`config.mk`:
```
export PLATFORM = sky130hd
export DESIGN_NAME = bfs_queue
export DESIGN_NICKNAME = d
export VERILOG_FILES = /design/src/verilog/bfs_graph_pkg.sv /design/src/verilog/bfs_queue.sv
export SDC_FILE = /design/constraint.sdc
export NUM_CORES = 2
export LEC_CHECK = 0
export BUFFER_PORTS_ARGS = -buffer_cell sky130_fd_sc_hd__buf_2
export CORE_ASPECT_RATIO = 1.4
export CORE_UTILIZATION = 40
export DETAILED_ROUTE_END_ITERATION = 8
export SETUP_SLACK_MARGIN = 0.05
export SYNTH_ARGS = -nofsm -noshare
export SYNTH_HDL_FRONTEND = slang
export SYNTH_SLANG_ARGS = --single-unit
```
`constraint.sdc`:
```
create_clock -name clk -period 7.94 [get_ports clk]
set_input_delay 0.794 -clock clk [delete_from_list [all_inputs] [get_ports clk]]
set_output_delay 0.794 -clock clk [all_outputs]
set_load 0.01 [all_outputs]
```
`src/verilog/bfs_graph_pkg.sv`:
```
`default_nettype none

package bfs_graph_pkg;

  // Byte address of a node record or word
  typedef logic [31:0] node_addr_t;

  // One memory word, either a header or two neighbor addresses
  typedef logic [63:0] mem_word_t;

  // Neighbor count held in the header
  typedef logic [3:0] neigh_ct_t;

  // Header fields
  localparam int MARK_BIT   = 0;
  localparam int NCOUNT_LSB = 32;

endpackage

`default_nettype wire

```
`src/verilog/bfs_queue.sv`:
```
`default_nettype none

module bfs_queue #(
  parameter int QUEUE_DEPTH = 64
) (
  input  logic                       clk,
  input  logic                       rst,
  input  logic                       clear,
  input  logic [1:0]                 enq_count,
  input  bfs_graph_pkg::mem_word_t   enq_data,
  output logic                       full2,
  output logic                       deq_valid,
  input  logic                       deq_ready,
  output bfs_graph_pkg::node_addr_t  deq_data,
  output logic                       empty
);
  import bfs_graph_pkg::*;

  localparam int PTR_W = $clog2(QUEUE_DEPTH);
  localparam int CNT_W = PTR_W + 1;

  node_addr_t       buf_q [QUEUE_DEPTH];
  logic [PTR_W-1:0] wr_ptr;
  logic [PTR_W-1:0] wr_ptr_nx;
  logic [PTR_W-1:0] rd_ptr;
  logic [CNT_W-1:0] cnt;
  logic             enq_ok;
  logic             deq_fire;
  logic [1:0]       n_in;

  // Entries are dropped rather than written when fewer than two slots are free
  assign enq_ok    = (enq_count != 2'd0) && !full2;
  assign n_in      = !enq_ok ? 2'd0 : (enq_count[1] ? 2'd2 : 2'd1);
  assign wr_ptr_nx = wr_ptr + 1'b1;
  assign deq_fire  = deq_valid && deq_ready;

  assign empty     = (cnt == '0);
  assign full2     = (cnt >= CNT_W'(QUEUE_DEPTH - 1));
  assign deq_valid = !empty;
  assign deq_data  = buf_q[rd_ptr];

  always_ff @(posedge clk) begin
    if (rst || clear) begin
      wr_ptr <= '0;
      rd_ptr <= '0;
      cnt    <= '0;
    end else begin
      wr_ptr <= wr_ptr + PTR_W'(n_in);
      if (deq_fire) begin
        rd_ptr <= rd_ptr + 1'b1;
      end
      cnt <= cnt + CNT_W'(n_in) - CNT_W'(deq_fire);
    end
  end

  // Low half goes in first, high half follows in the next slot
  always_ff @(posedge clk) begin
    if (enq_ok) begin
      buf_q[wr_ptr] <= enq_data[31:0];
      if (enq_count[1]) begin
        buf_q[wr_ptr_nx] <= enq_data[63:32];
      end
    end
  end

endmodule

`default_nettype wire

```
==> results.json <==
{
  "p_seq_share_pct": 48.6,
  "placed_area_sq_um": 110000,
  "use_met1_pct": 34.0,
  "wl_per_cell_um": 39.0,
  "worstPathCellList": "inv_1, nor2_4, buf_4, a22o_1, a221oi_1, a221oi_1, buf_4, buf_2",
  "post-route-util_pct": 44.2,
  "pre_cts_ws_ns": 2.83,
  "ctsRootBufferMaster": "clkbuf_16",
  "area_growth_pct": 9.97,
  "nFillCells": 23000,
  "syn_area_sq_um": 106000,
  "yosys-top-cells-area": "edfxtp_1 (58%), mux2_2 (21%), mux4_2 (11%)",
  "pwr-share-clk_pct": 37.4,
  "ant_nets": 0,
  "finClkSkew_ns": 0.0760,
  "grt_remaining_overflow": 0,
  "cts_buffer_depth": 4,
  "cp-end-kind": "output port",
  "ys.warnings.count": 0,
  "path_class": "reg2out",
  "rsz0062_at_grt": "false",
  "drv_slew": 0,
  "fin_crit_sh_pct": 78.3,
  "ys_seq_elements": 2073,
  "grt_use_met2_pct": 45.7,
  "yosys.area.top_type": "edfxtp_1",
  "grt_max_degree": 89,
  "drv_cap": 0,
  "synth_edf_count": 2048,
  "drc_errors": 52,
  "hold_path_class": "in2reg",
  "cts_buffers": 207,
  "grt-busiest-layer": "met2",
  "vias": 62100,
  "design.die.area_sq_um": 267000,
  "gr-usage-met3_pct": 4.83,
  "initial_core_util_pct": 40.2,
  "setup_viol": 0,
  "hold_viol": 0,
  "io_buffer_count": 104,
  "dr.first_iter.drc_count": 8357,
  "postCtsSetupRepairBufs": 0,
  "async_reset_ff_share_pct": 0,
  "yosysSeqAreaShare_pct": 58.6,
  "cp_slowest_stage_delay_ns": 0.98,
  "synth_top_area_share_pct": 58.1,
  "p_leak_nw": 35.6,
  "synthCells": 6265,
  "crit_arrival_ns": 5.42,
  "syn_avg_cell_area_sq_um": 16.9,
  "ir_worst_vdd_mv": 0.169,
  "final_cell_area_sq_um": 116000,
  "p_total_mw": 25.2,
  "gp_congestion": 0.939,
  "tightest_slew_ns": 1.47,
  "path_max_fanout": 41,
  "holdBufCountCts": 0,
  "synth_top_flop_cell": "edfxtp_1",
  "cp-start-kind": "flop",
  "antenna_found_initial": 27,
  "vias_per_cell": 6.44,
  "dp_hpwl_um": 206000,
  "layout_commonest_cell": "edfxtp_1",
  "finalWorstSetupSlack_ns": 1.73,
  "fin_nets": 6072,
  "slowest_stage": "a221oi_1",
  "required_ns": 7.15,
  "cts.sinks": 2073,
  "violations": "DRC",
  "status": "complete, but fails checks",
  "coreArea_sq_um": 263000,
  "p_sw_share_pct": 25.5,
  "syn-num-nets": 6355,
  "dr.pass1.iters": 7,
  "post_cts_resized": 0,
  "ys_types": 78,
  "clk_latency_ns": 0.90,
  "intPower_mw": 18.8,
  "cts_tree": "built",
  "grt_pass1_wl_um": 515000,
  "tns_ns": 0,
  "first_global_vias": 62600,
  "die_w_um": 437,
  "pwr-share-comb_pct": 14.0,
  "htree_num_levels": 4,
  "die_h_um": 611,
  "row_count": 223,
  "drive_above_1_share_pct": 53.7,
  "relSlewSlack_pct": 1.83,
  "period_minus_slack_ns": 6.21,
  "wl_um": 376000,
  "io_pins": 105,
  "max_freq_mhz": 161,
  "power.density_nw_per_um2": 217,
  "track_usage_pct": 27.7,
  "final_cell_mix": "edfxtp_1 (2048), mux2_2 (2009), mux4_2 (511)",
  "power.switching_mw": 6.44,
  "path_clk_slew_ns": 0.06
}
-- power groups by stage --
stage | Combinational [mW] | Sequential (mW) | Clock (mW)
after floorplan | 2.28 | 12.5 | 0
after global placement | 3.47 | 12.5 | 0
after detailed placement | 3.51 | 12.5 | 0
after CTS | 3.52 | 12.3 | 9.53
after global routing | 3.68 | 12.3 | 9.92
final | 3.52 | 12.3 | 9.44
-- logic make-up (layout without fill, tap and decap cells) --
logic type | count (synthesis) | after routing | share of synthesized area, %
XOR/XNOR | 14 | 14 | 0.116
AND/OR/NAND/NOR | 287 | 287 | 1.50
buffers and inverters | 872 | 748 | 3.67
flip-flops | 2073 | 2073 | 58.6
AO/OA/AOI/OAI | 387 | 387 | 2.71
multiplexers | 2612 | 2612 | 33.2
adder cells (fa/ha/maj) | 20 | 20 | 0.251
other | 0 | 12 | 0
-- flip-flops by register name, summed over array words and instances (netlist names), named ones only --
| name | count |
|---|---|
| buf_q | 2048 |
| cnt | 7 |
| rd_ptr | 6 |
| wr_ptr | 6 |
-- worst max-delay path, delay by kind of cell, from the launching register on --
family / cells / cell delay (ns)
AND/OR/NAND/NOR: 1 / 0.57
flip-flops: 1 / 0.76
buffers and inverters: 4 / 1.64
AO/OA/AOI/OAI: 3 / 1.40
-- path summary, 6_finish.rpt --
| path | start | endpoint | slack [ns] | cells after the start |
|---|---|---|---|---|
| setup / recovery | flop | deq_data[0] | 1.73 | 8 |
| hold / removal | rst | cnt[5]$_SDFF_PP0_ | 0.20 | 3 |
| setup reg to reg | wr_ptr[0]$_SDFF_PP0_ | buf_q[26][18]$_DFFE_PP_ | 3.29 | 8 |
| hold reg to reg | rd_ptr[1]$_SDFFE_PP0N_ | flop | 0.56 | 2 |
-- layer usage --
layer / part of all wire, % / wire, um
met3: 8.3 / 31000
met4: 6.8 / 25500
met5: 0.0093 / 35
met2: 49 / 182000
met1: 36 / 137000
-- metrics by stage --
stage          std cells  hold slack (ns)
2_1_floorplan       6265            0.485
3_3_place_gp        9259            0.524
3_5_place_dp        9260            0.533
4_1_cts             9628            0.160
5_1_grt             9629            0.220
6_report            9640            0.197
-- synthesized netlist by cell type (7+ instances only) --
cell type  number
buf_6          16
a221oi_1       66
buf_1          78
nand2_1        38
nand4_1         9
nor2_2          9
nand2b_1       13
nor2b_1        22
buf_4          64
o221ai_1       29
and2_1         10
and3_1          8
xnor2_1         7
nor2_1         80
clkbuf_1      489
mux2_1         46
edfxtp_1     2048
o21bai_1       18
a22oi_1        30
ha_1           18
mux2i_1        46
a22o_1         45
dfxtp_1        25
xor2_1          7
nand3_1        46
a21oi_1        53
a211oi_1        9
buf_2         203
inv_1          22
mux4_2        511
o22ai_1        83
o21ai_0        21
mux2_2       2009
-- cell type report --
cell class	instances	area, sq um	area share (%)
Tap cell	3487	4360	3.75
Clock buffer	265	5520	4.74
Timing Repair Buffer	358	2570	2.21
Antenna cell	12	30.0	0.0258
Multi-Input combinational cell	3320	41200	35.4
Inverter	22	82.6	0.0709
Sequential cell	2073	62000	53.3
Clock inverter	103	649	0.558
No activity file was read; power rests on OpenSTA's default activity.
