`config.mk`:
```
export PLATFORM = sky130hd
export DESIGN_NAME = node_fetch_flat
export DESIGN_NICKNAME = d
export VERILOG_FILES = /design/src/verilog/bfs_graph_pkg.sv /design/src/verilog/graph_rd_if.sv /design/src/verilog/node_stream_if.sv /design/src/verilog/node_fetch.sv /design/src/flat_wrapper.sv
export SDC_FILE = /design/constraint.sdc
export NUM_CORES = 1
export LEC_CHECK = 0
export BUFFER_PORTS_ARGS = -buffer_cell sky130_fd_sc_hd__buf_2
export CAP_MARGIN = 20
export CORE_UTILIZATION = 39
export DETAILED_ROUTE_END_ITERATION = 10
export PLACE_DENSITY = 0.77
export SYNTH_ARGS = -nofsm -noshare
export SYNTH_HDL_FRONTEND = slang
export SYNTH_SLANG_ARGS = --single-unit
```
`constraint.sdc`:
```
create_clock -name clk -period 1.95 [get_ports clk]
set_clock_uncertainty 0.2 [all_clocks]
set_input_delay 0.0975 -clock clk [delete_from_list [all_inputs] [get_ports clk]]
set_output_delay 0.0975 -clock clk [all_outputs]
set_load 0.005 [all_outputs]
```
`src/verilog/bfs_graph_pkg.sv`:
```
`default_nettype none

package bfs_graph_pkg;

  // Byte address of a node record or word
  typedef logic [31:0] node_addr_t;

  // One memory word, either a header or two neighbor addresses
  typedef logic [63:0] mem_word_t;

  // Neighbor count held in the header
  typedef logic [3:0] neigh_ct_t;

  // Header fields
  localparam int MARK_BIT   = 0;
  localparam int NCOUNT_LSB = 32;

endpackage

`default_nettype wire

```
`src/verilog/graph_rd_if.sv`:
```
`default_nettype none

interface graph_rd_if;
  import bfs_graph_pkg::*;

  // Request side, one read in flight at most
  logic       req_valid;
  logic       req_ready;
  node_addr_t req_addr;
  logic       req_mark;

  // Response arrives one cycle after the request transfer
  logic      rsp_valid;
  mem_word_t rsp_data;

  modport fetch (
    output req_valid, req_addr, req_mark,
    input  req_ready, rsp_valid, rsp_data
  );

  modport mem (
    input  req_valid, req_addr, req_mark,
    output req_ready, rsp_valid, rsp_data
  );

endinterface

`default_nettype wire

```
`src/verilog/node_stream_if.sv`:
```
`default_nettype none

interface node_stream_if;
  import bfs_graph_pkg::*;

  logic      beat_valid;
  logic      beat_ready;
  mem_word_t beat_data;
  // Set on the header word of a node record
  logic      beat_first;

  modport src (output beat_valid, beat_data, beat_first, input beat_ready);
  modport dst (input beat_valid, beat_data, beat_first, output beat_ready);

endinterface

`default_nettype wire
```
`src/verilog/node_fetch.sv`:
```
`default_nettype none

module node_fetch #(
  parameter int MEM_WORDS = 1024
) (
  input  logic                      clk,
  input  logic                      rst,
  input  logic                      deq_valid,
  output logic                      deq_ready,
  input  bfs_graph_pkg::node_addr_t deq_data,
  graph_rd_if.fetch                 rd,
  node_stream_if.src                nbeat,
  output logic                      idle
);
  import bfs_graph_pkg::*;

  localparam int IDX_W = $clog2(MEM_WORDS);

  typedef enum logic [2:0] {
    S_IDLE,
    S_HDR,
    S_HDR_WAIT,
    S_WORD,
    S_WORD_WAIT
  } state_t;

  state_t           state;
  logic [IDX_W-1:0] word_idx;
  logic [3:0]       words_left;
  neigh_ct_t        hdr_ct;
  logic             beat_fire;

  assign idle      = (state == S_IDLE);
  assign deq_ready = (state == S_IDLE);
  assign beat_fire = nbeat.beat_valid && nbeat.beat_ready;
  assign hdr_ct    = nbeat.beat_data[NCOUNT_LSB +: 4];

  // Header read sets the mark, neighbor reads do not
  assign rd.req_valid = (state == S_HDR) || (state == S_WORD);
  assign rd.req_mark  = (state == S_HDR);
  assign rd.req_addr  = node_addr_t'({word_idx, 3'b000});

  always_ff @(posedge clk) begin
    if (rst) begin
      state            <= S_IDLE;
      nbeat.beat_valid <= 1'b0;
      word_idx         <= '0;
      words_left       <= '0;
    end else begin
      if (rd.rsp_valid) begin
        nbeat.beat_valid <= 1'b1;
      end
      case (state)
        S_IDLE: begin
          if (deq_valid) begin
            word_idx <= deq_data[IDX_W+2:3];
            state    <= S_HDR;
          end
        end
        S_HDR: begin
          if (rd.req_ready) begin
            state <= S_HDR_WAIT;
          end
        end
        S_HDR_WAIT: begin
          if (beat_fire) begin
            nbeat.beat_valid <= 1'b0;
            word_idx         <= word_idx + 1'b1;
            // Two neighbors per word, rounded up
            words_left <= {1'b0, hdr_ct[3:1]} + {3'b000, hdr_ct[0]};
            if (nbeat.beat_data[MARK_BIT] || (hdr_ct == '0)) begin
              state <= S_IDLE;
            end else begin
              state <= S_WORD;
            end
          end
        end
        S_WORD: begin
          if (rd.req_ready) begin
            state <= S_WORD_WAIT;
          end
        end
        S_WORD_WAIT: begin
          if (beat_fire) begin
            nbeat.beat_valid <= 1'b0;
            word_idx         <= word_idx + 1'b1;
            words_left       <= words_left - 4'd1;
            state            <= (words_left == 4'd1) ? S_IDLE : S_WORD;
          end
        end
        default: state <= S_IDLE;
      endcase
    end
  end

  // Response lands in the beat register, it cannot be stalled
  always_ff @(posedge clk) begin
    if (rd.rsp_valid) begin
      nbeat.beat_data  <= rd.rsp_data;
      nbeat.beat_first <= (state == S_HDR_WAIT);
    end
  end

endmodule

`default_nettype wire

```
`src/flat_wrapper.sv`:
```
// flat-port wrapper written by rule: the top's interface ports become plain ports
module node_fetch_flat import bfs_graph_pkg::*;
#(
  parameter int MEM_WORDS = 1024
)
  (clk, rst, deq_valid, deq_ready, deq_data, idle, rd_req_valid, rd_req_addr, rd_req_mark, rd_req_ready, rd_rsp_valid, rd_rsp_data, nbeat_beat_valid, nbeat_beat_data, nbeat_beat_first, nbeat_beat_ready);
  graph_rd_if rd_i ();
  node_stream_if nbeat_i ();
  input  logic clk;
  input  logic rst;
  input  logic deq_valid;
  output logic deq_ready;
  input  bfs_graph_pkg::node_addr_t deq_data;
  output logic idle;
  output wire logic [$bits(rd_i.req_valid)-1:0] rd_req_valid;
  output wire logic [$bits(rd_i.req_addr)-1:0] rd_req_addr;
  output wire logic [$bits(rd_i.req_mark)-1:0] rd_req_mark;
  input wire logic [$bits(rd_i.req_ready)-1:0] rd_req_ready;
  input wire logic [$bits(rd_i.rsp_valid)-1:0] rd_rsp_valid;
  input wire logic [$bits(rd_i.rsp_data)-1:0] rd_rsp_data;
  output wire logic [$bits(nbeat_i.beat_valid)-1:0] nbeat_beat_valid;
  output wire logic [$bits(nbeat_i.beat_data)-1:0] nbeat_beat_data;
  output wire logic [$bits(nbeat_i.beat_first)-1:0] nbeat_beat_first;
  input wire logic [$bits(nbeat_i.beat_ready)-1:0] nbeat_beat_ready;
  assign rd_req_valid = rd_i.req_valid;
  assign rd_req_addr = rd_i.req_addr;
  assign rd_req_mark = rd_i.req_mark;
  assign rd_i.req_ready = rd_req_ready;
  assign rd_i.rsp_valid = rd_rsp_valid;
  assign rd_i.rsp_data = rd_rsp_data;
  assign nbeat_beat_valid = nbeat_i.beat_valid;
  assign nbeat_beat_data = nbeat_i.beat_data;
  assign nbeat_beat_first = nbeat_i.beat_first;
  assign nbeat_i.beat_ready = nbeat_beat_ready;
  node_fetch #(.MEM_WORDS(MEM_WORDS)) u_core (.clk(clk), .rst(rst), .deq_valid(deq_valid), .deq_ready(deq_ready), .deq_data(deq_data), .rd(rd_i), .nbeat(nbeat_i), .idle(idle));
endmodule
```
==> metrics.yaml <==
run_status:
  status: "finished clean"
critical_path:
  crit_required_ns: 2.02
  cp.depth: 5
  cp_slowest_cell: "dfxtp_1"
  critPathMaxFanout: 8
  crit_type: "register to register"
  worstPathCellList: "buf_4, nand4b_1, a31o_1, or3_1, a31oi_1"
  critPathTopFamily: "simple AND/OR/NAND/NOR gates"
  worstPathArrival_ns: 1.94
  reg2reg_depth: 5
  rr_startpoint: "u_core.state[2]"
  crit_path_end_kind: "register"
  cp_num_buf_inv: 1
  critPathMaxStageDelay_ns: 0.36
  timing.rr.end: "u_core.word_idx[0]"
  critPathLaunchType: "register"
  crit_start: "u_core.state[2]"
  rrSetupSlack_ns: 0.08
  crit_end: "u_core.word_idx[0]"
yosys:
  postSynthCellCount: 241
  synth_top_area_share_pct: 58.1
  ys.flop_type: "edfxtp_1"
  synthDistinctLibCells: 49
  synth_edf_count: 65
  yosysTopAreaCell: "edfxtp_1"
  yosys_warnings: 0
  async_flop_share_pct: 0
  synth_area_leaders: "edfxtp_1 58%, dfxtp_1 11%, buf_4 5.4%"
  syn_area_per_cell_um2: 13.9
  synthesis.area_um2: 3360
  yosysSeqAreaShare_pct: 68.8
  ys_seq_elements: 83
grt:
  first_global_vias: 2958
  overflow: 0
  grt_max_degree: 49
  antenna_found_initial: 0
  grt_pass1_wl_um: 14800
  grtUsageTotal_pct: 22.9
pwr:
  p_sw_uw: 1260
  total_power_uw: 4610
  switching_share_pct: 27.4
  power_density_nw_per_um2: 861
  power_frac_comb_pct: 21.2
  p_leak_uw: 0.00231
  internal_power_uw: 3340
  max-vdd-ir-drop_v: 0.000767
  seqPwrFrac_pct: 47.7
  clkPwrFrac_pct: 31.1
route:
  highest_layer: "met4"
  drt-initial-drc-count: 163
  viasPerCell: 4.85
  ant_nets: 0
  wl_met2_um: 5380
  dr_total_vias: 2946
  drc_errors: 0
  routed_wl_um: 10300
  wl_per_cell_um: 17.0
  wl_met3_um: 935
  wl_met1_um: 3820
  firstDrtPassIters: 5
clocking:
  clockRootBuffer: "clkbuf_8"
  numCtsBuffers: 9
  tritoncts: "built"
  clk_path_buf_depth: 2
  cts.sinks: 83
  cts.clk_slew.worst_paths_ns: 0.09
  clk_latency_ns: 0.35
  h-tree-depth: 3
worst_hold_path:
  whs_path_depth: 5
  min-delay-path-class: "primary input to register"
cells_and_area:
  finalInstanceArea_um2: 5350
  multi_input_area_um2: 893
  antenna_cells: 0
  final.fill_count: 605
  area_growth_pct: 59.2
  nets: 605
  regArea_um2: 2310
  drive_gt1_share_pct: 41.8
  final_cells: 607
timing:
  timing.final.max_slew_violations: 0
  setup-violations-final: 0
  rsz0062_at_grt: "no"
  post-route-period-util_pct: 95.7
  fin_crit_ns: 1.87
  fin_ws_ns: 0.0836
  hold_viol: 0
  fmax_mhz: 536
place:
  port_buffers: 159
  place_area_um2: 4270
  dp_cells: 509
  gp_congestion: 0.871
  place_hpwl_um: 6050
  dp_slack_ns: -0.00239
floorplanning:
  std_cell_rows: 33
  start_util_pct: 40.7
  core-area_um2: 8260
  die_w_um: 94.8
  dieArea_um2: 8990
  io_pins: 204
  die_h_um: 94.8
flow_run:
  max-cap-violations: 0
-- cells by family (layout without fill, tap and decap cells) --
| logic type | after synthesis | after routing | synth area share, % |
|---|---|---|---|
| adder cells (fa/ha/maj) | 6 | 6 | 2.23 |
| multiplexers | 1 | 1 | 0.335 |
| buffers and inverters | 43 | 283 | 7.82 |
| AND/OR/NAND/NOR | 58 | 58 | 9.72 |
| flip-flops | 83 | 83 | 68.8 |
| other | 1 | 22 | 0.112 |
| AO/OA/AOI/OAI | 47 | 47 | 10.4 |
| XOR/XNOR | 2 | 2 | 0.522 |
-- timing repair --
action,CTS,global route
pin swaps,0,1
endpoints found under the setup margin,3,7
hold buffers,77,1
buffers inserted,4,0
resized for setup,2,7
hold endpoints to repair,77,7
-- final cells by class --
cell class | instances | area share [%]
repair buffers | 257 | 32.6
well taps | 105 | 2.46
clock buffers | 9 | 2.32
clock inverters | 7 | 1.97
multi-input cells | 136 | 16.7
flip-flops and latches | 83 | 43.3
inverters | 10 | 0.702
-- power groups by stage --
stage | logic [uW] | registers [uW] | clock network, uW
3_5_place_dp | 765 | 2220 | 0
6_report | 977 | 2200 | 1430
4_1_cts | 924 | 2180 | 1440
5_1_grt | 1070 | 2220 | 1530
2_1_floorplan | 379 | 2220 | 0
3_3_place_gp | 749 | 2210 | 0
-- cell usage after synthesis (all sizes together), types with 2 or more instances --
master and n:
a311oi 2, dfxtp 18, edfxtp 65, a31o 2, a221oi 2, o32ai 4
inv 10, nor3 2, or3 5, a31oi 2, o31ai 2, o21ai 8
nand4b 3, nand2 15, a22o 4, xnor2 2, a21oi 8, or3b 4
o21a 2, a32o 2, nand4 2, o31a 2, nor2 7, buf 28
ha 6, o21bai 2, nor3b 3, nor4 5, nand3 7, clkbuf 5
-- per-layer routing --
layer | global-route usage (%) | up-vias
met5 | 0 | -
met4 | 7.70 | 0
met3 | 10.1 | 16
met2 | 40.7 | 169
met1 | 24.1 | 1385
li1 | - | 1376
-- worst min-delay path by stage --
| stage | from | endpoint | slack (ns) |
|---|---|---|---|
| after floorplan | rd_rsp_data[0] | u_core.nbeat.beat_data[0] | -0.004 |
| after global placement | rd_rsp_data[14] | u_core.nbeat.beat_data[14] | 0.07 |
| after detailed placement | rd_rsp_data[23] | u_core.nbeat.beat_data[23] | 0.08 |
| after CTS | rd_rsp_valid | u_core.nbeat.beat_data[19] | 0.006 |
| after global routing | deq_valid | u_core.state[1] | 0.12 |
| final | deq_valid | u_core.state[1] | 0.08 |
-- layout by cell type (no fill, tap or decap), drive strengths merged, types with 3 or more instances in the layout --
cell type and count:
edfxtp 65, nor4 5, o21ai 8, buf 179
a22o 4, dfxtp 18, dlygate4sd3 78, o32ai 4
a21oi 8, or3 5, conb 22, nand2 15
nand3 7, inv 14, nand4b 3, nor3b 3
or3b 4, clkbuf 9, ha 6, nor2 7
-- worst min-delay path: cells and delay by family --
kind / cells / cell delay (ns)
buf+inv: 1 / 0.09
simple gates: 1 / 0.12
compound gates: 3 / 0.28
-- per-stage QoR --
stage	util, %	TNS [ns]	hold WS [ns]
after global placement	51.7	0	0.0735
after CTS	64.3	0	0.00629
after global routing	64.8	0	0.116
after floorplan	-	0	-0.00363
final	64.8	0	0.0834
after detailed placement	51.7	-0.00239	0.0756
-- registers in the layout (all words and copies together) (netlist names) --
signal                   count
u_core.words_left            4
u_core.nbeat.beat_first      1
u_core.nbeat.beat_valid      1
u_core.word_idx             10
u_core.state                 3
u_core.nbeat.beat_data      64
(Power assumes the default switching activity.)
