`src/verilog/bfs_csr_pkg.sv`:
```
`default_nettype none

package bfs_csr_pkg;

  // Register bus widths
  localparam int CSR_ADDR_W = 4;
  localparam int CSR_DATA_W = 32;

  typedef logic [CSR_ADDR_W-1:0] csr_addr_t;
  typedef logic [CSR_DATA_W-1:0] csr_data_t;

  // Register map
  localparam csr_addr_t REG_STAT    = 4'd0;
  localparam csr_addr_t REG_ROOT    = 4'd1;
  localparam csr_addr_t REG_TARG    = 4'd2;
  localparam csr_addr_t REG_QBASE   = 4'd3;
  localparam csr_addr_t REG_QSIZE   = 4'd4;
  localparam csr_addr_t REG_VISITED = 4'd5;

  // Status register bits
  localparam int STAT_FOUND    = 0;
  localparam int STAT_DONE     = 1;
  localparam int STAT_OVERFLOW = 2;

endpackage

`default_nettype wire

```
`src/verilog/bfs_graph_pkg.sv`:
```
`default_nettype none

package bfs_graph_pkg;

  // Byte address of a node record or word
  typedef logic [31:0] node_addr_t;

  // One memory word, either a header or two neighbor addresses
  typedef logic [63:0] mem_word_t;

  // Neighbor count held in the header
  typedef logic [3:0] neigh_ct_t;

  // Header fields
  localparam int MARK_BIT   = 0;
  localparam int NCOUNT_LSB = 32;

endpackage

`default_nettype wire

```
`src/verilog/node_stream_if.sv`:
```
`default_nettype none

interface node_stream_if;
  import bfs_graph_pkg::*;

  logic      beat_valid;
  logic      beat_ready;
  mem_word_t beat_data;
  // Set on the header word of a node record
  logic      beat_first;

  modport src (output beat_valid, beat_data, beat_first, input beat_ready);
  modport dst (input beat_valid, beat_data, beat_first, output beat_ready);

endinterface

`default_nettype wire
```
`src/verilog/bfs_core.sv`:
```
`default_nettype none

module bfs_core (
  input  logic                      clk,
  input  logic                      rst,
  input  logic                      csr_valid,
  input  bfs_csr_pkg::csr_addr_t    csr_addr,
  input  logic                      csr_wen,
  input  bfs_csr_pkg::csr_data_t    csr_wdata,
  output logic                      csr_rvalid,
  output logic                      csr_error,
  output bfs_csr_pkg::csr_data_t    csr_rdata,
  output logic                      q_clear,
  output logic [1:0]                enq_count,
  output bfs_graph_pkg::mem_word_t  enq_data,
  input  logic                      full2,
  input  logic                      q_empty,
  input  logic                      deq_fire,
  input  bfs_graph_pkg::node_addr_t deq_data,
  input  logic                      fetch_idle,
  node_stream_if.dst                nbeat
);
  import bfs_csr_pkg::*;
  import bfs_graph_pkg::*;

  typedef enum logic [1:0] {IDLE, INIT, HEADER, ADD_NEIGHS} state_t;

  state_t    state;
  csr_data_t root;
  csr_data_t targ;
  csr_data_t qbase;
  csr_data_t qsize;
  csr_data_t visited;
  csr_data_t stat_word;
  logic      found;
  logic      done;
  logic      overflow;
  neigh_ct_t neigh_ct;
  neigh_ct_t hdr_ct;
  logic      csr_wr;
  logic      start;
  logic      beat_fire;
  logic      hdr_marked;
  logic      search_end;

  assign csr_wr     = csr_valid && csr_wen;
  assign start      = csr_wr && (csr_addr == REG_STAT) && (state == IDLE);
  assign q_clear    = start;
  assign beat_fire  = nbeat.beat_valid && nbeat.beat_ready;
  assign hdr_marked = nbeat.beat_data[MARK_BIT];
  assign hdr_ct     = nbeat.beat_data[NCOUNT_LSB +: 4];
  // Nothing queued, nothing being fetched, nothing waiting on the stream
  assign search_end = q_empty && fetch_idle && !nbeat.beat_valid;

  always_comb begin
    nbeat.beat_ready = 1'b0;
    enq_count        = 2'd0;
    enq_data         = mem_word_t'(root);
    case (state)
      INIT: enq_count = 2'd1;
      HEADER: nbeat.beat_ready = 1'b1;
      ADD_NEIGHS: begin
        // Stall the stream rather than drop neighbors
        nbeat.beat_ready = !full2;
        enq_data         = nbeat.beat_data;
        if (nbeat.beat_valid && !full2) begin
          enq_count = (neigh_ct == 4'd1) ? 2'd1 : 2'd2;
        end
      end
      default: ;
    endcase
  end

  always_ff @(posedge clk) begin
    if (rst) begin
      state    <= IDLE;
      found    <= 1'b0;
      overflow <= 1'b0;
      done     <= 1'b1;
      visited  <= '0;
      neigh_ct <= '0;
    end else begin
      if ((enq_count != 2'd0) && full2) begin
        overflow <= 1'b1;
      end
      if ((state != IDLE) && deq_fire && (deq_data == targ)) begin
        found <= 1'b1;
      end
      case (state)
        IDLE: begin
          if (start) begin
            state    <= INIT;
            found    <= 1'b0;
            overflow <= 1'b0;
            visited  <= '0;
            done     <= 1'b0;
          end
        end
        INIT: state <= HEADER;
        HEADER: begin
          if (beat_fire) begin
            if (!hdr_marked) begin
              visited <= visited + 1'b1;
            end
            if (!hdr_marked && (hdr_ct != '0)) begin
              neigh_ct <= hdr_ct;
              state    <= ADD_NEIGHS;
            end
          end else if (search_end) begin
            done  <= 1'b1;
            state <= IDLE;
          end
        end
        ADD_NEIGHS: begin
          if (beat_fire) begin
            if (neigh_ct <= 4'd2) begin
              state <= HEADER;
            end else begin
              neigh_ct <= neigh_ct - 4'd2;
            end
          end
        end
        default: state <= IDLE;
      endcase
    end
  end

  always_comb begin
    stat_word                = '0;
    stat_word[STAT_FOUND]    = found;
    stat_word[STAT_DONE]     = done;
    stat_word[STAT_OVERFLOW] = overflow;
  end

  // Register bus response, one cycle after the request
  always_ff @(posedge clk) begin
    if (rst) begin
      csr_rvalid <= 1'b0;
      csr_error  <= 1'b0;
    end else begin
      csr_rvalid <= csr_valid;
      csr_error  <= csr_valid && (csr_addr > REG_VISITED);
    end
  end

  always_ff @(posedge clk) begin
    if (csr_valid) begin
      case (csr_addr)
        REG_STAT:    csr_rdata <= stat_word;
        REG_ROOT:    csr_rdata <= root;
        REG_TARG:    csr_rdata <= targ;
        REG_QBASE:   csr_rdata <= qbase;
        REG_QSIZE:   csr_rdata <= qsize;
        REG_VISITED: csr_rdata <= visited;
        default:     csr_rdata <= '0;
      endcase
    end
    // Queue base and size are readback only
    if (csr_wr) begin
      case (csr_addr)
        REG_ROOT:  root  <= csr_wdata;
        REG_TARG:  targ  <= csr_wdata;
        REG_QBASE: qbase <= csr_wdata;
        REG_QSIZE: qsize <= csr_wdata;
        default: ;
      endcase
    end
  end

endmodule

`default_nettype wire

```
`src/flat_wrapper.sv`:
```
// flat-port wrapper written by rule: the top's interface ports become plain ports
module bfs_core_flat import bfs_csr_pkg::*; import bfs_graph_pkg::*;
  (clk, rst, csr_valid, csr_addr, csr_wen, csr_wdata, csr_rvalid, csr_error, csr_rdata, q_clear, enq_count, enq_data, full2, q_empty, deq_fire, deq_data, fetch_idle, nbeat_beat_valid, nbeat_beat_data, nbeat_beat_first, nbeat_beat_ready);
  node_stream_if nbeat_i ();
  input  logic clk;
  input  logic rst;
  input  logic csr_valid;
  input  bfs_csr_pkg::csr_addr_t csr_addr;
  input  logic csr_wen;
  input  bfs_csr_pkg::csr_data_t csr_wdata;
  output logic csr_rvalid;
  output logic csr_error;
  output bfs_csr_pkg::csr_data_t csr_rdata;
  output logic q_clear;
  output logic [1:0] enq_count;
  output bfs_graph_pkg::mem_word_t enq_data;
  input  logic full2;
  input  logic q_empty;
  input  logic deq_fire;
  input  bfs_graph_pkg::node_addr_t deq_data;
  input  logic fetch_idle;
  input wire logic [$bits(nbeat_i.beat_valid)-1:0] nbeat_beat_valid;
  input wire logic [$bits(nbeat_i.beat_data)-1:0] nbeat_beat_data;
  input wire logic [$bits(nbeat_i.beat_first)-1:0] nbeat_beat_first;
  output wire logic [$bits(nbeat_i.beat_ready)-1:0] nbeat_beat_ready;
  assign nbeat_i.beat_valid = nbeat_beat_valid;
  assign nbeat_i.beat_data = nbeat_beat_data;
  assign nbeat_i.beat_first = nbeat_beat_first;
  assign nbeat_beat_ready = nbeat_i.beat_ready;
  bfs_core u_core (.clk(clk), .rst(rst), .csr_valid(csr_valid), .csr_addr(csr_addr), .csr_wen(csr_wen), .csr_wdata(csr_wdata), .csr_rvalid(csr_rvalid), .csr_error(csr_error), .csr_rdata(csr_rdata), .q_clear(q_clear), .enq_count(enq_count), .enq_data(enq_data), .full2(full2), .q_empty(q_empty), .deq_fire(deq_fire), .deq_data(deq_data), .fetch_idle(fetch_idle), .nbeat(nbeat_i));
endmodule
```
`config.mk`:
```
export PLATFORM = sky130hd
export DESIGN_NAME = bfs_core_flat
export DESIGN_NICKNAME = d
export VERILOG_FILES = /design/src/verilog/bfs_csr_pkg.sv /design/src/verilog/bfs_graph_pkg.sv /design/src/verilog/node_stream_if.sv /design/src/verilog/bfs_core.sv /design/src/flat_wrapper.sv
export SDC_FILE = /design/constraint.sdc
export NUM_CORES = 1
export LEC_CHECK = 0
export ABC_AREA = 1
export CORE_MARGIN = 2
export CORE_UTILIZATION = 64
export DETAILED_ROUTE_END_ITERATION = 6
export DONT_BUFFER_PORTS = 1
export PLACE_DENSITY_LB_ADDON = 0.25
export RECOVER_POWER = 100
export SLEW_MARGIN = 10
export SYNTH_ARGS = -nofsm -noshare
export SYNTH_HDL_FRONTEND = slang
export SYNTH_SLANG_ARGS = --single-unit
```
`constraint.sdc`:
```
create_clock -name clk -period 5.06 [get_ports clk]
set_input_delay 0 -clock clk [delete_from_list [all_inputs] [get_ports clk]]
set_output_delay 0 -clock clk [all_outputs]
set_load 0.02 [all_outputs]
```
==> results_dict.tcl, run 1 <==
set metrics [dict create \
    status "finished, violations left" \
    violations "capacitance limit, slew limit" \
    slew_headroom -1.23 \
    fp.dieW_um 126 \
    final.fill_count 1011 \
    area_growth_pct 14.1 \
    postCtsSetupBuffers 0 \
    drc_errors 0 \
    arrival_ns 4.57 \
    synthCells 1056 \
    p_leak_uw 0.00426 \
    grt_util_all_layers 0.333 \
    rsz0062_at_grt "no" \
    htreeDepth 1 \
    finalClockSkew_ns 0.0130 \
    async_flop_share 0 \
    ant_nets 0 \
    drive_gt1_frac 0.0446 \
    cts.sinks 203 \
    vias 7976 \
    yosys-top-cells-area "edfxtp_1, nand2_1, dfxtp_1, nor2_1, inv_1" \
    ys_seq_area_frac 0.592 \
    fin_crit_sh 0.831 \
    grt_pass1_vias 7710 \
    cts_tree "yes" \
    worst_slew_pin_slew_ns 3.33 \
    finalHoldViolations 0 \
    cts_hold_buf 60 \
    stdcell_area_um2 10900 \
    ys.warnings.count 0 \
    drt-initial-drc-count 894 \
    post_drt_wl_per_cell_um 20.7 \
    drv_slew 67 \
    synth_fp_nets 1200 \
    regArea_um2 5670 \
    ios 244 \
    postSynthAreaPerCell_um2 9.06 \
    start_util 0.656 \
    grt_max_degree 72 \
    cts_resized 0 \
    core-area_um2 14600 \
    maxCapViolations 2 \
    routed_wl_mm 27.1 \
    synth_commonest_cells "nand2_1, edfxtp_1, nor2_1" \
    synth.most_common_cell "nand2_1" \
    end_kind "register" \
    cts_buffers 21 \
    synth_top_cell_area_share 0.502 \
    min_period_ns 4.20 \
    fin_nets 1251 \
    min_path_type "primary input to register" \
    clock_latency_ns 0.50 \
    synth_top_area_cell "edfxtp_1" \
    place_area_um2 9710 \
    ys_types 37 \
    rows 44 \
    grt_pass1_wl_mm 41.2 \
    drt-pass1-iter-count 6 \
    die_area_um2 15900 \
    multi_input_area_um2 3180 \
    clockBufferDepth 3 \
    synth_edf_count 160 \
    ys_ff_latch 203 \
    cts_root_buffer "clkbuf_16" \
    critPathLaunchType "primary input" \
    antenna_found_initial 2 \
    max_freq_mhz 238 \
    power.density_nw_per_um2 334 \
    critical_path_class "primary input to register" \
    dpl.hpwl_mm 17.2 \
    grt_overflow 0 \
    ir_drop_uv 328 \
    crit_required_ns 5.43 \
    path_max_fanout 32 \
    cts.clk_slew.worst_paths_ns 0.06 \
    setup_viol 0 \
    via_per_inst 6.10 \
    synthFlopType "edfxtp_1" \
    fin_setup_tns_ns 0 \
    port_buffers 0 \
    gp_congestion 0.973 \
    fin_util 0.748 \
    synth_area_um2 9570 \
    die-height_um 126 \
]
==> placed cells by master, fill, tap and decap left out, types with 21 or more instances in the layout <==
master / netlist / final
nand2_1: 258 / 260
edfxtp_1: 160 / 160
inv_1: 135 / 136
nor2_1: 136 / 134
dlygate4sd3_1: 0 / 58
nand3_1: 54 / 54
dfxtp_1: 43 / 43
o21ai_0: 40 / 41
nand4_1: 40 / 40
a31oi_1: 21 / 21
clkbuf_16: 0 / 21
==> logic make-up after synthesis <==
logic type | after synthesis | synth area share
and+or+nand+nor | 524 | 0.235
xor gates and xnor gates | 23 | 0.0211
buffers and inverters | 183 | 0.0753
DFF | 203 | 0.592
adders and majority gates | 2 | 0.00262
AOI/OAI and AO/OA | 121 | 0.0742
==> sequential cells by signal (all words and copies together) (netlist names) <==
name               count
u_core.csr_rdata      32
u_core.qbase          32
u_core.qsize          32
u_core.root           32
u_core.targ           32
u_core.visited        32
u_core.neigh_ct        4
u_core.state           2
u_core.csr_error       1
u_core.csr_rvalid      1
u_core.done            1
u_core.found           1
u_core.overflow        1
==> critical path, cell delays in order <==
cell	delay (ns)
dlygate4sd3_1	1.14
clkinvlp_2	1.04
nor2_2	0.70
nand2_1	0.22
inv_2	0.57
nand2_1	0.10
nand2_1	0.10
a31oi_1	0.04
nand3_1	0.09
dlygate4sd3_1	0.54
==> metal layers <==
layer	wire, µm	track usage	up-vias
met4	961	0.145	0
met2	13100	0.560	543
li1	-	-	3647
met1	10300	0.421	3723
met3	2760	0.0680	63
met5	0	0	-
==> final timing paths <==
| check | startpoint | to | slack [ns] | cells after the start |
|---|---|---|---|---|
| setup reg to reg | u_core.state[1] | u_core.state[0] | 1.66 | 11 |
| hold reg to reg | u_core.found | u_core.found | 0.47 | 2 |
| setup / recovery | csr_addr[0] | u_core.csr_rdata[20] | 0.86 | 10 |
| hold / removal | csr_addr[2] | u_core.csr_rdata[2] | 0.04 | 5 |
==> where the power goes <==
part | internal, µW | switching, µW | leakage [µW]
Sequential | 1840 | 41.2 | 0.00183
Clock | 876 | 619 | 0.000317
Combinational | 86.8 | 187 | 0.00211
Total | 2800 | 848 | 0.00426
==> metrics by stage <==
step | hold slack, ns | power (µW) | instances | setup slack (ns)
after global placement | 0.0766 | 2120 | 1208 | 2.75
after global routing | 0.0777 | 3740 | 1307 | 0.778
final | 0.0443 | 3650 | 1308 | 0.856
after CTS | 0.0374 | 3650 | 1305 | 1.89
after detailed placement | 0.0783 | 2120 | 1208 | 2.72
after floorplan | 0.0723 | 2080 | 1056 | 1.17
==> layout make-up <==
type	instances	share of cell area
timing repair buffer	67	0.0588
sequential	203	0.519
multi-input combinational	670	0.291
tap	184	0.0211
antenna	3	0.000688
clock inverter	10	0.00848
clock buffer	27	0.0511
inverter	144	0.0496
No activity file was read; power rests on OpenSTA's default activity.
==> inputs of run 2 (changes only) <==
--- a/config.mk
+++ b/config.mk
@@ -7,7 +7,7 @@
 export LEC_CHECK = 0
 export ABC_AREA = 1
 export CORE_MARGIN = 2
-export CORE_UTILIZATION = 64
+export CORE_UTILIZATION = 57
 export DETAILED_ROUTE_END_ITERATION = 6
 export DONT_BUFFER_PORTS = 1
 export PLACE_DENSITY_LB_ADDON = 0.25
==> constraint.sdc (replaced) <==
create_clock -name clk -period 3.83 [get_ports clk]
set_input_delay 0 -clock clk [delete_from_list [all_inputs] [get_ports clk]]
set_output_delay 0 -clock clk [all_outputs]
set_load 0.02 [all_outputs]
==> run 2 against run 1 <==
Effect of this change: the flow still finishes with violations (capacitance limit, slew limit); via count fell by 1.6%; cell area rose by 0.24%; worst hold slack got worse by 0.0071 ns; final cell count rose by 3.0%; clock-buffer cell count rose by 5; first-iteration DRC count fell by 6.7%; routed wire length rose by 0.42%; critical path type unchanged; combinational power rose by 31%.
==> results_dict.tcl, run 2 (same netlist as run 1, synthesis figures left out) <==
set metrics [dict create \
    power.density_nw_per_um2 432 \
    drt-pass1-iter-count 6 \
    drive_gt1_frac 0.0462 \
    arrival_ns 3.75 \
    grt_pass1_wl_mm 41.0 \
    grt_util_all_layers 0.300 \
    start_util 0.581 \
    place_area_um2 9800 \
    crit_required_ns 4.20 \
    p_leak_uw 0.00427 \
    ir_drop_uv 454 \
    cts_resized 0 \
    final.fill_count 1289 \
    ios 244 \
    min_path_type "primary input to register" \
    violations "capacitance limit, slew limit" \
    cts.clk_slew.worst_paths_ns 0.06 \
    vias 7845 \
    finalClockSkew_ns 0.0269 \
    clock_latency_ns 0.51 \
    grt_pass1_vias 7426 \
    fin_setup_tns_ns 0 \
    final_common_cell "nand2_1" \
    cts_tree "yes" \
    max_freq_mhz 296 \
    grt_max_degree 50 \
    gp_congestion 0.934 \
    rsz0062_at_grt "no" \
    area_growth_pct 14.4 \
    min_period_ns 3.38 \
    ant_nets 0 \
    drt-initial-drc-count 834 \
    grt_overflow 0 \
    worst_slew_pin_slew_ns 2.44 \
    drc_errors 0 \
    end_kind "register" \
    post_drt_wl_per_cell_um 20.2 \
    finalHoldViolations 0 \
    routed_wl_mm 27.2 \
    slew_headroom -0.623 \
    cts.sinks 203 \
    stdcell_area_um2 10900 \
    clockBufferDepth 3 \
    drv_slew 130 \
    rows 47 \
    via_per_inst 5.82 \
    multi_input_area_um2 3180 \
    cts_root_buffer "clkbuf_16" \
    port_buffers 0 \
    die-height_um 134 \
    path_max_fanout 26 \
    status "finished, violations left" \
    critPathLaunchType "primary input" \
    dpl.hpwl_mm 17.6 \
    htreeDepth 1 \
    fp.dieW_um 134 \
    fin_crit_sh 0.883 \
    setup_viol 0 \
    die_area_um2 17800 \
    regArea_um2 5670 \
    critical_path_class "primary input to register" \
    core-area_um2 16500 \
    antenna_found_initial 1 \
    layout_common_cells "nand2_1, edfxtp_1, nor2_1, inv_1, dlygate4sd3_1" \
    fin_nets 1255 \
    cts_buffers 21 \
    maxCapViolations 4 \
]
## run 2: final timing paths
kind                                      start              endpoint  slack [ns]  depth (start not counted)
worst max-delay path                csr_addr[0]  u_core.csr_rdata[11]        0.45                          8
worst min-delay path                csr_addr[3]   u_core.csr_rdata[2]        0.04                          5
worst max register to register  u_core.state[0]       u_core.state[0]        0.79                          7
worst min register to register     u_core.found          u_core.found        0.47                          2
## run 2: power breakdown
group          leakage [µW]  switching [µW]  total [µW]  internal (µW)
clock network      0.000305             811        1880           1070
registers           0.00183            54.9        2490           2430
logic               0.00213             249         360            111
total               0.00427            1110        4730           3610
## run 2: cell type report
cell class,instances,area share
multi-input cells,670,0.290
inverters,144,0.0496
flip-flops and latches,203,0.518
repair buffers,71,0.0600
diodes,2,0.000457
clock buffers,32,0.0545
clock inverters,5,0.00240
well taps,220,0.0252
## run 2: repair_timing
item | in CTS | in global routing
setup buffers | 0 | 0
hold buffers | 59 | 0
hold endpoints to repair | 222 | 0
## run 2: routing by layer
metal | part of all wire | GRT usage | wire (µm)
met1 | 0.39 | 0.384 | 10600
met2 | 0.48 | 0.503 | 12900
met3 | 0.10 | 0.0677 | 2780
met4 | 0.035 | 0.112 | 952
met5 | 0 | 0 | 0
## run 2: metrics by stage
step | util | setup slack, ns | std cells | hold slack (ns) | total power [µW]
floorplan | - | 1.29 | 1056 | 0.0723 | 2750
global placement | 0.595 | 1.70 | 1249 | 0.0770 | 2800
detailed placement | 0.595 | 1.66 | 1249 | 0.0782 | 2810
CTS | 0.670 | 0.560 | 1345 | 0.00215 | 4750
global route | 0.665 | 0.272 | 1347 | 0.0579 | 4860
finish | 0.665 | 0.449 | 1347 | 0.0372 | 4730
## run 2: critical path, stage by stage
cell and delay [ns]:
dlygate4sd3_1 1.21, inv_4 0.26, nor2_2 0.40, nand2_1 0.71
o21ai_0 0.41, a31oi_1 0.08, nand3_1 0.11, dlygate4sd3_1 0.56
